`src/include/blockOp_consts.svh`:
```
// Block instruction constants
`ifndef BLOCKOP_CONSTS_SVH
`define BLOCKOP_CONSTS_SVH

`define BLK_STEP_W      3
`define BLK_BUSOP_W     3

`define BUSOP_NONE      3'd0
`define BUSOP_MEMRD     3'd1
`define BUSOP_MEMWR     3'd2
`define BUSOP_IORD      3'd3
`define BUSOP_IOWR      3'd4

`define STEP_BUS0       3'd0
`define STEP_BUS1       3'd1
`define STEP_UPDATE     3'd2

`define FLAG_S          7
`define FLAG_Z          6
`define FLAG_H          4
`define FLAG_PV         2
`define FLAG_N          1
`define FLAG_C          0

`endif
```
`src/hw/blockOpPkg.sv`:
```
// Block instruction types
`default_nettype none

`include "blockOp_consts.svh"

package blockOpPkg;

    // plain data widths.
    typedef logic [7:0]  byteT;
    typedef logic [15:0] wordT;

    // the opcode byte that follows the ED prefix.
    typedef logic [7:0] opcodeT;

    typedef logic [`BLK_STEP_W-1:0]  stepT;
    typedef logic [`BLK_BUSOP_W-1:0] busOpT;

    // command sequencer states.
    typedef enum logic [1:0] {
        SEQ_IDLE = 2'd0,
        SEQ_RUN  = 2'd1,
        SEQ_DONE = 2'd2
    } seqStateT;

    // bus port states.
    typedef enum logic {
        BUS_IDLE = 1'b0,
        BUS_WAIT = 1'b1
    } busStateT;

endpackage

`default_nettype wire

```
`src/hw/blockBusPort.sv`:
```
// Memory and IO bus port
`timescale 1ns/1ps
`default_nettype none

`include "blockOp_consts.svh"

module blockBusPort (
    input  wire                    clk,
    input  wire                    arstN,
    input  wire blockOpPkg::busOpT busOp,
    input  wire blockOpPkg::wordT  addr,
    input  wire blockOpPkg::byteT  wdata,
    input  wire                    busReady,
    input  wire blockOpPkg::byteT  busRdata,
    output logic                   busValid,
    output blockOpPkg::wordT       busAddr,
    output logic                   busWrite,
    output logic                   busIo,
    output blockOpPkg::byteT       busWdata,
    output blockOpPkg::byteT       rdData,
    output logic                   opDone
);

    blockOpPkg::busStateT state;
    logic start;
    logic accepted;

    // the step is still current while opDone is high, so no new request then.
    assign start    = (state == blockOpPkg::BUS_IDLE) && (busOp != `BUSOP_NONE) && !opDone;
    assign accepted = (state == blockOpPkg::BUS_WAIT) && busReady;

    always_ff @(posedge clk or negedge arstN) begin
        if (!arstN) begin
            state    <= blockOpPkg::BUS_IDLE;
            busValid <= 1'b0;
            opDone   <= 1'b0;
        end else begin
            opDone <= accepted;
            if (start) begin
                state    <= blockOpPkg::BUS_WAIT;
                busValid <= 1'b1;
            end else if (accepted) begin
                state    <= blockOpPkg::BUS_IDLE;
                busValid <= 1'b0;
            end
        end
    end

    always_ff @(posedge clk) begin
        if (start) begin
            busAddr  <= addr;
            busWdata <= wdata;
            busWrite <= (busOp == `BUSOP_MEMWR) || (busOp == `BUSOP_IOWR);
            busIo    <= (busOp == `BUSOP_IORD) || (busOp == `BUSOP_IOWR);
        end
        if (accepted) begin
            rdData <= busRdata;
        end
    end

endmodule

`default_nettype wire

```
`src/hw/blockRegUnit.sv`:
```
// Block register file and flags
`timescale 1ns/1ps
`default_nettype none

`include "blockOp_consts.svh"

module blockRegUnit (
    input  wire                   clk,
    input  wire                   arstN,
    input  wire                   loadRegs,
    input  wire blockOpPkg::wordT cmdBc,
    input  wire blockOpPkg::wordT cmdDe,
    input  wire blockOpPkg::wordT cmdHl,
    input  wire blockOpPkg::byteT cmdA,
    input  wire blockOpPkg::byteT rdData,
    input  wire                   dirDown,
    input  wire                   addrSelHl,
    input  wire                   addrSelDe,
    input  wire                   addrSelBc,
    input  wire                   dataSelA,
    input  wire                   dataSelLatch,
    input  wire                   latchWrite,
    input  wire                   writeBc,
    input  wire                   writeB,
    input  wire                   writeDe,
    input  wire                   writeHl,
    input  wire                   flagWriteLd,
    input  wire                   flagWriteCp,
    input  wire                   flagWriteIo,
    output blockOpPkg::wordT      addr,
    output blockOpPkg::byteT      wdata,
    output logic                  flagPv,
    output logic                  flagZ,
    output blockOpPkg::wordT      resBc,
    output blockOpPkg::wordT      resDe,
    output blockOpPkg::wordT      resHl,
    output blockOpPkg::byteT      resA,
    output blockOpPkg::byteT      resF
);

    blockOpPkg::wordT bc, de, hl;
    blockOpPkg::byteT a, f;
    blockOpPkg::byteT latchData;
    blockOpPkg::wordT ptrStep;
    blockOpPkg::wordT bcDec;
    blockOpPkg::byteT aluHigh, aluLow, aluOut;
    logic halfBorrow;

    assign addr = ({16{addrSelHl}} & hl)
                | ({16{addrSelDe}} & de)
                | ({16{addrSelBc}} & bc);
    assign wdata = latchData;

    // HL and DE move by +1 or -1 together.
    assign ptrStep = dirDown ? 16'hFFFF : 16'h0001;
    assign bcDec   = bc - 16'h0001;

    // A minus the data byte for compares, B minus one for the IO group.
    assign aluHigh    = dataSelA ? a : bc[15:8];
    assign aluLow     = dataSelLatch ? latchData : 8'h01;
    assign aluOut     = aluHigh - aluLow;
    assign halfBorrow = aluHigh[4] ^ aluLow[4] ^ aluOut[4];

    // both flags look at the values about to be written, so the decoder can decide now.
    assign flagPv = (bcDec != 16'h0000);
    assign flagZ  = (aluOut == 8'h00);

    always_ff @(posedge clk) begin
        if (latchWrite) begin
            latchData <= rdData;
        end
    end

    always_ff @(posedge clk or negedge arstN) begin
        if (!arstN) begin
            bc <= '0;
            de <= '0;
            hl <= '0;
            a  <= '0;
            f  <= '0;
        end else if (loadRegs) begin
            bc <= cmdBc;
            de <= cmdDe;
            hl <= cmdHl;
            a  <= cmdA;
            f  <= '0;
        end else begin
            if (writeBc) bc <= bcDec;
            if (writeB) bc[15:8] <= aluOut;
            if (writeDe) de <= de + ptrStep;
            if (writeHl) hl <= hl + ptrStep;
            if (flagWriteLd) begin
                f[`FLAG_H]  <= 1'b0;
                f[`FLAG_N]  <= 1'b0;
                f[`FLAG_PV] <= flagPv;
            end
            if (flagWriteCp) begin
                f[`FLAG_S]  <= aluOut[7];
                f[`FLAG_Z]  <= flagZ;
                f[`FLAG_H]  <= halfBorrow;
                f[`FLAG_N]  <= 1'b1;
                f[`FLAG_PV] <= flagPv;
            end
            if (flagWriteIo) begin
                f[`FLAG_Z] <= flagZ;
                f[`FLAG_N] <= 1'b1;
            end
        end
    end

    assign resBc = bc;
    assign resDe = de;
    assign resHl = hl;
    assign resA  = a;
    assign resF  = f;

endmodule

`default_nettype wire

```
`src/hw/blockStepDecoder.sv`:
```
// Block opcode step decoder
`timescale 1ns/1ps
`default_nettype none

`include "blockOp_consts.svh"

module blockStepDecoder (
    input  wire                enable,
    input  wire blockOpPkg::opcodeT opcode,
    input  wire blockOpPkg::stepT   step,
    input  wire                flagPv,
    input  wire                flagZ,
    output blockOpPkg::busOpT  busOp,
    output logic               addrSelHl,
    output logic               addrSelDe,
    output logic               addrSelBc,
    output logic               dataSelA,
    output logic               dataSelLatch,
    output logic               latchWrite,
    output logic               writeBc,
    output logic               writeB,
    output logic               writeDe,
    output logic               writeHl,
    output logic               flagWriteLd,
    output logic               flagWriteCp,
    output logic               flagWriteIo,
    output logic               stepReset,
    output logic               finish
);

    logic valid;
    logic rep;
    logic isLd;
    logic isCp;
    logic isIn;
    logic isOut;
    logic atBus0;
    logic atBus1;
    logic atUpdate;
    logic ldRd, ldWr, ldUpd;
    logic cpRd, cpUpd;
    logic inRd, inWr, inUpd;
    logic outRd, outWr, outUpd;
    logic memRd, memWr, ioRd, ioWr;
    logic anyUpd;
    logic cont;

    // only 101x x0xx belongs to the block group.
    assign valid = (opcode[7:5] == 3'b101) && !opcode[2];
    assign rep   = opcode[4];

    // one-hot group select on gg.
    assign isLd  = enable && valid && (opcode[1:0] == 2'b00);
    assign isCp  = enable && valid && (opcode[1:0] == 2'b01);
    assign isIn  = enable && valid && (opcode[1:0] == 2'b10);
    assign isOut = enable && valid && (opcode[1:0] == 2'b11);

    assign atBus0   = (step == `STEP_BUS0);
    assign atBus1   = (step == `STEP_BUS1);
    assign atUpdate = (step == `STEP_UPDATE);

    // LD reads (HL) then writes (DE).
    assign ldRd  = isLd && atBus0;
    assign ldWr  = isLd && atBus1;
    assign ldUpd = isLd && atUpdate;

    // CP only reads (HL); step 1 is an idle slot.
    assign cpRd  = isCp && atBus0;
    assign cpUpd = isCp && atUpdate;

    // IN reads port (BC) then writes (HL).
    assign inRd  = isIn && atBus0;
    assign inWr  = isIn && atBus1;
    assign inUpd = isIn && atUpdate;

    // OUT reads (HL) then writes port (BC).
    assign outRd  = isOut && atBus0;
    assign outWr  = isOut && atBus1;
    assign outUpd = isOut && atUpdate;

    assign memRd = ldRd | cpRd | outRd;
    assign memWr = ldWr | inWr;
    assign ioRd  = inRd;
    assign ioWr  = outWr;

    assign busOp = ({`BLK_BUSOP_W{memRd}} & `BUSOP_MEMRD)
                 | ({`BLK_BUSOP_W{memWr}} & `BUSOP_MEMWR)
                 | ({`BLK_BUSOP_W{ioRd}}  & `BUSOP_IORD)
                 | ({`BLK_BUSOP_W{ioWr}}  & `BUSOP_IOWR);

    assign addrSelHl  = ldRd | cpRd | inWr | outRd;
    assign addrSelDe  = ldWr;
    assign addrSelBc  = inRd | outWr;
    assign latchWrite = ldRd | cpRd | inRd | outRd;

    // the compare runs A against the latched byte, otherwise the ALU does B - 1.
    assign dataSelA     = cpUpd;
    assign dataSelLatch = cpUpd;

    assign writeBc = ldUpd | cpUpd;
    assign writeB  = inUpd | outUpd;
    assign writeDe = ldUpd;
    assign writeHl = ldUpd | cpUpd | inUpd | outUpd;

    assign flagWriteLd = ldUpd;
    assign flagWriteCp = cpUpd;
    assign flagWriteIo = inUpd | outUpd;

    assign anyUpd = writeHl;
    assign cont   = (ldUpd & flagPv)
                  | (cpUpd & flagPv & ~flagZ)
                  | ((inUpd | outUpd) & ~flagZ);

    assign stepReset = rep & cont;
    assign finish    = (anyUpd & ~stepReset) | (enable & ~valid & atBus0);

endmodule

`default_nettype wire

```
`src/hw/blockStepSequencer.sv`:
```
// Block command sequencer
`timescale 1ns/1ps
`default_nettype none

`include "blockOp_consts.svh"

module blockStepSequencer (
    input  wire                     clk,
    input  wire                     arstN,
    input  wire                     cmdValid,
    input  wire blockOpPkg::opcodeT cmdOpcode,
    input  wire blockOpPkg::busOpT  busOp,
    input  wire                     opDone,
    input  wire                     stepReset,
    input  wire                     finish,
    input  wire                     resReady,
    output logic                    cmdReady,
    output logic                    resValid,
    output logic                    enable,
    output blockOpPkg::opcodeT      opcode,
    output blockOpPkg::stepT        step,
    output logic                    loadRegs
);

    blockOpPkg::seqStateT state;
    blockOpPkg::seqStateT nextState;
    logic accept;
    logic advance;

    assign accept   = cmdValid && cmdReady;
    assign loadRegs = accept;
    assign enable   = (state == blockOpPkg::SEQ_RUN);
    assign resValid = (state == blockOpPkg::SEQ_DONE);

    // a bus step waits for its completion, any other step takes one cycle.
    assign advance = (busOp == `BUSOP_NONE) || opDone;

    always_comb begin
        nextState = state;
        case (state)
            blockOpPkg::SEQ_IDLE: if (accept) nextState = blockOpPkg::SEQ_RUN;
            blockOpPkg::SEQ_RUN:  if (finish) nextState = blockOpPkg::SEQ_DONE;
            blockOpPkg::SEQ_DONE: if (resReady) nextState = blockOpPkg::SEQ_IDLE;
            default:              nextState = blockOpPkg::SEQ_IDLE;
        endcase
    end

    always_ff @(posedge clk or negedge arstN) begin
        if (!arstN) begin
            state    <= blockOpPkg::SEQ_IDLE;
            cmdReady <= 1'b0;
            step     <= '0;
        end else begin
            state    <= nextState;
            // registered so that it stays low through reset.
            cmdReady <= (nextState == blockOpPkg::SEQ_IDLE);
            if (accept || stepReset) begin
                step <= '0;
            end else if (enable && !finish && advance) begin
                step <= step + 1'b1;
            end
        end
    end

    always_ff @(posedge clk) begin
        if (accept) begin
            opcode <= cmdOpcode;
        end
    end

endmodule

`default_nettype wire

```
`src/hw/blockTransferUnit.sv`:
```
// Block transfer unit top
`timescale 1ns/1ps
`default_nettype none

module blockTransferUnit (
    input  wire                     clk,
    input  wire                     arstN,
    input  wire                     cmdValid,
    output logic                    cmdReady,
    input  wire blockOpPkg::opcodeT cmdOpcode,
    input  wire blockOpPkg::wordT   cmdBc,
    input  wire blockOpPkg::wordT   cmdDe,
    input  wire blockOpPkg::wordT   cmdHl,
    input  wire blockOpPkg::byteT   cmdA,
    output logic                    resValid,
    input  wire                     resReady,
    output blockOpPkg::wordT        resBc,
    output blockOpPkg::wordT        resDe,
    output blockOpPkg::wordT        resHl,
    output blockOpPkg::byteT        resA,
    output blockOpPkg::byteT        resF,
    output logic                    busValid,
    input  wire                     busReady,
    output blockOpPkg::wordT        busAddr,
    output logic                    busWrite,
    output logic                    busIo,
    output blockOpPkg::byteT        busWdata,
    input  wire blockOpPkg::byteT   busRdata
);

    blockOpPkg::opcodeT opcode;
    blockOpPkg::stepT   step;
    blockOpPkg::busOpT  busOp;
    blockOpPkg::wordT   addr;
    blockOpPkg::byteT   wdata;
    blockOpPkg::byteT   rdData;
    logic enable, loadRegs, opDone, stepReset, finish;
    logic flagPv, flagZ;
    logic addrSelHl, addrSelDe, addrSelBc, dataSelA, dataSelLatch;
    logic latchWrite, writeBc, writeB, writeDe, writeHl;
    logic flagWriteLd, flagWriteCp, flagWriteIo;

    blockStepSequencer i_seq (
        .clk(clk), .arstN(arstN), .cmdValid(cmdValid), .cmdOpcode(cmdOpcode),
        .busOp(busOp), .opDone(opDone), .stepReset(stepReset), .finish(finish),
        .resReady(resReady), .cmdReady(cmdReady), .resValid(resValid),
        .enable(enable), .opcode(opcode), .step(step), .loadRegs(loadRegs)
    );

    blockStepDecoder i_dec (
        .enable(enable), .opcode(opcode), .step(step), .flagPv(flagPv), .flagZ(flagZ),
        .busOp(busOp), .addrSelHl(addrSelHl), .addrSelDe(addrSelDe),
        .addrSelBc(addrSelBc), .dataSelA(dataSelA), .dataSelLatch(dataSelLatch),
        .latchWrite(latchWrite), .writeBc(writeBc), .writeB(writeB),
        .writeDe(writeDe), .writeHl(writeHl), .flagWriteLd(flagWriteLd),
        .flagWriteCp(flagWriteCp), .flagWriteIo(flagWriteIo),
        .stepReset(stepReset), .finish(finish)
    );

    // opcode bit 3 selects the decrementing variants.
    blockRegUnit i_regs (
        .clk(clk), .arstN(arstN), .loadRegs(loadRegs), .cmdBc(cmdBc), .cmdDe(cmdDe),
        .cmdHl(cmdHl), .cmdA(cmdA), .rdData(rdData), .dirDown(opcode[3]),
        .addrSelHl(addrSelHl), .addrSelDe(addrSelDe), .addrSelBc(addrSelBc),
        .dataSelA(dataSelA), .dataSelLatch(dataSelLatch), .latchWrite(latchWrite),
        .writeBc(writeBc), .writeB(writeB), .writeDe(writeDe), .writeHl(writeHl),
        .flagWriteLd(flagWriteLd), .flagWriteCp(flagWriteCp), .flagWriteIo(flagWriteIo),
        .addr(addr), .wdata(wdata), .flagPv(flagPv), .flagZ(flagZ),
        .resBc(resBc), .resDe(resDe), .resHl(resHl), .resA(resA), .resF(resF)
    );

    blockBusPort i_bus (
        .clk(clk), .arstN(arstN), .busOp(busOp), .addr(addr), .wdata(wdata),
        .busReady(busReady), .busRdata(busRdata), .busValid(busValid),
        .busAddr(busAddr), .busWrite(busWrite), .busIo(busIo),
        .busWdata(busWdata), .rdData(rdData), .opDone(opDone)
    );

endmodule

`default_nettype wire

```
`config.mk`:
```
export PLATFORM = sky130hd
export DESIGN_NAME = blockTransferUnit
export DESIGN_NICKNAME = d
export VERILOG_FILES = /design/src/hw/blockOpPkg.sv /design/src/hw/blockBusPort.sv /design/src/hw/blockRegUnit.sv /design/src/hw/blockStepDecoder.sv /design/src/hw/blockStepSequencer.sv /design/src/hw/blockTransferUnit.sv
export VERILOG_INCLUDE_DIRS = /design/src /design/src/include
export SDC_FILE = /design/constraint.sdc
export NUM_CORES = 1
export LEC_CHECK = 0
export BUFFER_PORTS_ARGS = -buffer_cell sky130_fd_sc_hd__buf_2
export CAP_MARGIN = 40
export CORE_ASPECT_RATIO = 0.9
export CORE_MARGIN = 2
export CORE_UTILIZATION = 40
export CTS_CLUSTER_SIZE = 20
export DETAILED_ROUTE_END_ITERATION = 7
export PLACE_DENSITY = 0.68
export SLEW_MARGIN = 10
export SYNTH_ARGS = -nofsm -noshare
export SYNTH_HDL_FRONTEND = slang
export SYNTH_SLANG_ARGS = --single-unit
```
`constraint.sdc`:
```
create_clock -name clk -period 5.7 [get_ports clk]
set_clock_uncertainty 0.1 [all_clocks]
set_input_delay 0.285 -clock clk [delete_from_list [all_inputs] [get_ports clk]]
set_output_delay 0.285 -clock clk [all_outputs]
set_load 0.02 [all_outputs]
```
==> summary.md, run 1 <==
| Metric | Value |
|---|---|
| Total setup buffers inserted after CTS | 0 |
| Final setup margin | 1.17 ns |
| Netlist Area Pre-Place | 7170 um2 |
| Leak | 4.21 nW |
| CTS sink count | 119 |
| Post-route ant nets | 0 |
| Combinational share of power | 46.9% |
| Switching Share | 44.1% |
| Initial antenna violation count | 0 |
| IR Drop Worst-Case VDD | 0.000231 V |
| Hold buffer count at CTS | 45 |
| Slew margin rel. | 51.4% |
| CTS H-Tree Depth | 4 |
| Crit path buffers/inverters | 1 |
| Mux contribution to synthesized area | 2.20% |
| Worst Path Max Fanout | 16 |
| Xor/xnor share of the synthesized area | 4.52% |
| Nets | 1094 |
| Most frequent cell after synthesis | nand2_1 |
| Synth Flop Type | dfrtp_1 |
| Uppermost layer routed | met4 |
| Top post-synthesis cells by count | nand2_1 (99), nor2_1 (76), dfrtp_1 (69) |
| Post-cts resize count | 0 |
| Clock power frac | 22.1% |
| Diodes inserted | 0 |
| Vias in the first global route | 6229 |
| Simple-Gate Fraction of Synth Area | 17.7% |
| Crit-path cells | nand4bb_1, nor3_1, nand2_1, nor2_2, buf_4, mux2_2, ha_1, nor2b_1, o21ai_0, a21boi_0, o31ai_1, a21oi_1, xor2_1, nor4_1, a221oi_2, or3_1 |
| Largest area contributor in the netlist | dfrtp_1 |
| Post-synth EDFFs | 50 |
| Clock slew at reported path FFs | 0.06 ns |
| PD cells | 536 nW/um2 |
| CTS tree | yes |
| Avg Inst Size Synth | 9.33 um2 |
| First-pass GRT wire length | 33400 um |
| Number of hold violations in the final report | 0 |
| Final global-route overflow total | 0 |
| Synth Area in Compound Gates | 17.9% |
| Startpoint Class | flip-flop |
| PortBufs | 166 |
| WL/cell | 17.3 um |
| Layout cell share with drive strength beyond 1 | 23.3% |
| Max_cap viols | 0 |
| Worst-path cell with the longest stage delay | nor4_1 |
| Clk Latency, worst-skew pair | 0.42 ns |
| Number of DRC markers in iteration 0 | 454 |
| Pin count of the biggest net entering global routing | 52 |
| NetSw | 2.21 mW |
| RSZ-0062 raised after global routing | no |
| Total CTS buffers | 17 |
| Gr usage total | 22.6% |
| Crit path capture type | flip-flop |
| Post-synth top area share | 24.1% |
| Via count | 6475 |
| Register area share after synthesis | 45.0% |
| Num rows | 46 |
| Async set or reset register ratio after synthesis | 58.0% |
| DR vias/cell | 5.28 |
| Min Tclk post-route | 4.53 ns |
| CP max stage delay | 0.46 ns |
| Final number of setup-violating endpoints | 0 |
| Part of the cycle the worst path needs | 79.5% |
| Die Height | 131 um |
| Worst R2R Setup Slack | 1.17 ns |
| Worst Path Required | 5.89 ns |
| Hold WC Path Type | in -> reg |
| Internal | 2.79 mW |
| Netlist cell types | 69 |
| WL met1 | 9800 um |
| Crit Path Category | reg -> reg |
| Flop pwr share | 31.0% |
| TritonRoute pass-1 iters | 5 |
| Post-Synth Adder-Cell Area | 8.00% |
| CORE AREA | 17600 um2 |
| Seq cells post-synth | 119 |
| Metal2 WL | 9620 um |
| Max-slew violation count | 0 |
| Final hold slack | 0.0155 ns |
| CTS root buf | clkbuf_16 |
| P&R area growth vs syn | 30.2% |
| Starting Density | 40.7% |
| Number of remaining DRC errors | 0 |
| Total routed wirelength | 21200 um |
| Combinational family with the most area after synthesis | compound AO/OA/AOI/OAI gates |
| Setup total negative slack | 0 ns |
| Fmax achieved | 221 MHz |
| Synth Warn # | 0 |
| Routed wl met3 | 1360 um |
| Die ar. | 19000 um2 |
| WP data arrival | 4.72 ns |
| Die span in x | 145 um |
| Delay-heaviest family, CP | simple AND/OR/NAND/NOR gates |
| Synth top area cells | dfrtp_1 (24%), edfxtp_1 (21%), ha_1 (7.2%) |
| Max Buffers Root-to-Sink | 2 |
| I/O pin count | 170 |
| Status | complete, no violations |
| RD Place Congestion | 0.864 |
| Dpl hpwl | 15200 um |
| Post-Synthesis Cells | 768 |
| Pre-CTS setup slack | 1.17 ns |
| Slew @ Worst Pin | 0.729 ns |
-- power by group through the flow --
stage | sequential (mW) | clock, mW | combinational (mW)
floorplan | 1.60 | 0 | 1.54
global placement | 1.55 | 0 | 2.26
detailed placement | 1.55 | 0 | 2.30
CTS | 1.54 | 1.12 | 2.34
global route | 1.58 | 1.17 | 2.63
finish | 1.55 | 1.11 | 2.34
-- through the flow --
| step | power, mW | util [%] | instances | cell area [um2] |
|---|---|---|---|---|
| after floorplan | 3.14 | - | 770 | 7170 |
| after global placement | 3.81 | 46.7 | 1146 | 8220 |
| after detailed placement | 3.85 | 46.9 | 1149 | 8270 |
| after CTS | 5.00 | 53.0 | 1226 | 9330 |
| after global routing | 5.37 | 53.0 | 1226 | 9330 |
| final | 5.00 | 53.0 | 1226 | 9330 |
-- cell families (layout without fill, tap and decap cells) --
logic type                 after synthesis  in the layout
DFF                                    119            119
muxes                                   15             15
buffers and inverters                   80            296
AOI/OAI and AO/OA                      202            202
adders and majority gates               44             44
other                                    1              3
xor gates and xnor gates                37             37
and+or+nand+nor                        270            270
-- path summary, 6_finish.rpt --
kind | from | endpoint | cells after the start
hold / removal | cmdHl[10] | i_regs.resHl[10]$_DFFE_PN0P_ | 3
min in group asynchronous | arstN | i_regs.resDe[4]$_DFFE_PN0P_ | 3
setup reg to reg | i_seq.opcode[2]$_DFFE_PP_ | i_seq.state[0]$_DFF_PN0_ | 16
hold reg to reg | i_bus.rdData[3]$_DFFE_PP_ | i_regs.wdata[3]$_DFFE_PP_ | 0
setup / recovery | i_seq.opcode[2]$_DFFE_PP_ | i_seq.state[0]$_DFF_PN0_ | 16
max in group asynchronous | arstN | i_seq.state[0]$_DFF_PN0_ | 4
-- layout make-up --
class / count / area [um2]
tap: 240 / 300
clock inverter: 14 / 174
inverter: 41 / 154
timing repair buffer: 223 / 1400
fill: 1675 / 8280
multi-input combinational: 571 / 3640
clock buffer: 18 / 439
sequential: 119 / 3230
-- layout by cell type (no fill, tap or decap), types with 11 or more instances in the layout --
cell / count
nor2b_1: 11
a21o_1: 11
edfxtp_1: 50
clkbuf_16: 17
buf_2: 166
a222oi_1: 16
ha_1: 41
nand2_1: 99
xor2_1: 13
dfrtp_1: 69
dlygate4sd3_1: 45
o21ai_0: 56
xnor2_1: 24
nor3_1: 31
a21oi_1: 66
inv_1: 39
nor2_1: 76
-- worst min-delay path, cell delays in order --
cell	delay, ns
buf_2	0.07
nor2_1	0.04
a21oi_1	0.10
-- flip-flops by register name, indices dropped and copies added, names as in the netlist --
signal          cells
i_bus.busAddr      16
i_regs.resBc       16
i_regs.resDe       16
i_regs.resHl       16
i_bus.busWdata      8
i_bus.rdData        8
i_regs.resA         8
i_regs.wdata        8
i_seq.opcode        8
i_regs.resF         5
i_seq.step          3
i_seq.state         2
i_bus.busIo         1
i_bus.busValid      1
i_bus.busWrite      1
i_bus.opDone        1
i_seq.cmdReady      1
-- routing by layer --
layer  up-vias  global-route usage, %
met5         -                      0
met4         0                   6.75
met3        29                   4.93
met2       242                   35.5
met1      3016                   31.8
li1       3188                      -
No activity file was read; power rests on OpenSTA's default activity.
==> run 2, diff against run 1 <==
PLACE_DENSITY = 0.71   (was 0.68)
clock period = 3.9 ns   (was 5.7 ns; I/O delays follow)
==> run 2 against run 1 <==
Net effect: power grew 52%; wire length is 3.4% higher; count of clock-buffer cells in the layout unchanged; utilization is 3.3 points higher; worst hold slack improved by 0.0076 ns; critical endpoint unchanged; highest routed layer unchanged.
==> summary.md, run 2 (synthesis gave the netlist of run 1 again) <==
| Metric | Value |
|---|---|
| Status | complete, no violations |
| Gr usage total | 23.0% |
| PortBufs | 166 |
| Worst-path cell with the longest stage delay | nor4_4 |
| Nets | 1149 |
| Clock slew at reported path FFs | 0.06 ns |
| Commonest non-fill, non-tap cells in the layout | buf_2 (166), nand2_1 (98), nor2_1 (76), dlygate4sd3_1 (69), dfrtp_1 (69) |
| Via count | 6760 |
| Crit Path Category | reg -> reg |
| R2r startpoint | i_seq.opcode[2]$_DFFE_PP_ |
| Clk Latency, worst-skew pair | 0.43 ns |
| RSZ-0062 raised after global routing | yes |
| Total CTS buffers | 17 |
| Diodes inserted | 0 |
| CTS root buf | clkbuf_16 |
| Internal | 4.25 mW |
| Initial antenna violation count | 0 |
| Final number of setup-violating endpoints | 0 |
| Leak | 4.48 nW |
| TritonRoute pass-1 iters | 6 |
| Slew margin rel. | 48.7% |
| Most common cell after layout, fill and taps aside | buf_2 |
| Hold WC Path Type | in -> reg |
| Final hold slack | 0.0231 ns |
| Die Height | 131 um |
| CTS H-Tree Depth | 4 |
| IR Drop Worst-Case VDD | 0.000366 V |
| Pin count of the biggest net entering global routing | 51 |
| Setup crit start | i_seq.opcode[2]$_DFFE_PP_ |
| Max Buffers Root-to-Sink | 2 |
| Max_cap viols | 0 |
| Placed Cells | 1175 |
| M1 GR Usage | 30.7% |
| Number of DRC markers in iteration 0 | 472 |
| DP Area | 8440 um2 |
| Vias in the first global route | 6507 |
| Final global-route overflow total | 0 |
| Met2 GRT Util | 37.9% |
| Grt peak-use layer | met2 |
| P&R area growth vs syn | 38.3% |
| M3 GR Usage | 4.79% |
| CORE AREA | 17600 um2 |
| Post-Layout Cell Count | 1281 |
| Hold path start | cmdDe[8] |
| Area of the multi-input gates | 3770 um2 |
| Setup total negative slack | 0 ns |
| Pwr Total | 7.57 mW |
| WP data arrival | 4.08 ns |
| Worst Path Max Fanout | 4 |
| CP max stage delay | 0.39 ns |
| First-pass GRT wire length | 34100 um |
| Number of hold violations in the final report | 0 |
| Max-slew violation count | 0 |
| Fmax achieved | 258 MHz |
| Worst R2R Setup Slack | 0.03 ns |
| Min Tclk post-route | 3.87 ns |
| CTS tree | yes |
| Final instance area | 9910 um2 |
| Part of the cycle the worst path needs | 99.3% |
| Crit path capture type | flip-flop |
| CTS sink count | 119 |
| Fillers | 1555 |
| I/O pin count | 170 |
| Startpoint Class | flip-flop |
| Dpl hpwl | 15700 um |
| Layout cell share with drive strength beyond 1 | 26.6% |
| Num rows | 46 |
| Switching Share | 43.9% |
| Worst Path Required | 4.10 ns |
| WL/cell | 17.1 um |
| Combinational share of power | 50.2% |
| Die ar. | 19000 um2 |
| Number of remaining DRC errors | 0 |
| Crit-path cells | nand4bb_4, nor3_4, nand2_2, nor2_4, buf_6, buf_4, mux2_2, ha_1, a21boi_1, o31ai_1, a21oi_1, xor2_1, nor4_4, a221oi_4, or3_1 |
| PD cells | 764 nW/um2 |
| Clock power frac | 21.2% |
| Starting Density | 40.7% |
| DR vias/cell | 5.28 |
| Post-route ant nets | 0 |
| RD Place Congestion | 0.895 |
| Slew @ Worst Pin | 0.769 ns |
| Flop pwr share | 28.6% |
| Die span in x | 145 um |
| Seq. cell area | 3230 um2 |
| Total routed wirelength | 21900 um |
| NetSw | 3.32 mW |
run 2: changes by cell type in the layout (fill, tap and decap cells not counted), sizes merged:
cell,before,now
buf,178,209
clkinvlp,3,2
inv,42,41
dlygate4sd3,45,69
clkinv,7,9
run 2: through the flow:
step | utilization, % | worst slack (ns)
2_1_floorplan | - | -0.237
3_3_place_gp | 47.9 | -0.182
3_5_place_dp | 47.9 | -0.196
4_1_cts | 55.8 | 0.0364
5_1_grt | 56.3 | -0.183
6_report | 56.3 | 0.0264
run 2: layer usage:
| metal | share of wire [%] | wire length [um] |
|---|---|---|
| met1 | 45 | 9760 |
| met3 | 7.1 | 1560 |
| met2 | 46 | 10200 |
| met5 | 0 | 0 |
| met4 | 1.8 | 394 |
run 2: worst max-delay path: cells and delay by family, from the launching register on:
family | cells | cell delay, ns
and+or+nand+nor | 6 | 1.48
AOI/OAI and AO/OA | 4 | 0.70
DFF | 1 | 0.36
adders and majority gates | 1 | 0.34
muxes | 1 | 0.33
buffers and inverters | 2 | 0.24
xor gates and xnor gates | 1 | 0.21
run 2: power groups by stage:
stage | combinational (mW) | clock (mW) | sequential (mW)
finish | 3.80 | 1.61 | 2.17
global route | 4.21 | 1.68 | 2.20
CTS | 3.73 | 1.63 | 2.15
detailed placement | 3.62 | 0 | 2.17
global placement | 3.56 | 0 | 2.16
floorplan | 2.26 | 0 | 2.33
run 2: area by class of cell:
class                      instances  area share (%)
multi-input combinational        571            38.0
sequential                       119            32.6
timing repair buffer             278            18.7
clock buffer                      18            4.33
tap                              240            3.03
clock inverter                    14            1.78
inverter                          41            1.55
run 2: final timing paths:
| check | end | cells after the start |
|---|---|---|
| max reg2reg | i_seq.state[0]$_DFF_PN0_ | 15 |
| max | i_seq.state[0]$_DFF_PN0_ | 15 |
| min reg2reg | i_regs.wdata[7]$_DFFE_PP_ | 0 |
| min in group asynchronous | i_regs.resDe[4]$_DFFE_PN0P_ | 2 |
| min | i_regs.resDe[8]$_DFFE_PN0P_ | 3 |
| max in group asynchronous | i_regs.resHl[6]$_DFFE_PN0P_ | 3 |
run 2: timing repair:
action	4_1_cts	5_1_grt
hold buffers	69	0
buffers inserted	4	2
gates resized for setup	10	18
endpoints found under the hold margin	88	0
pin swaps	10	13
setup endpoints to repair	5	5
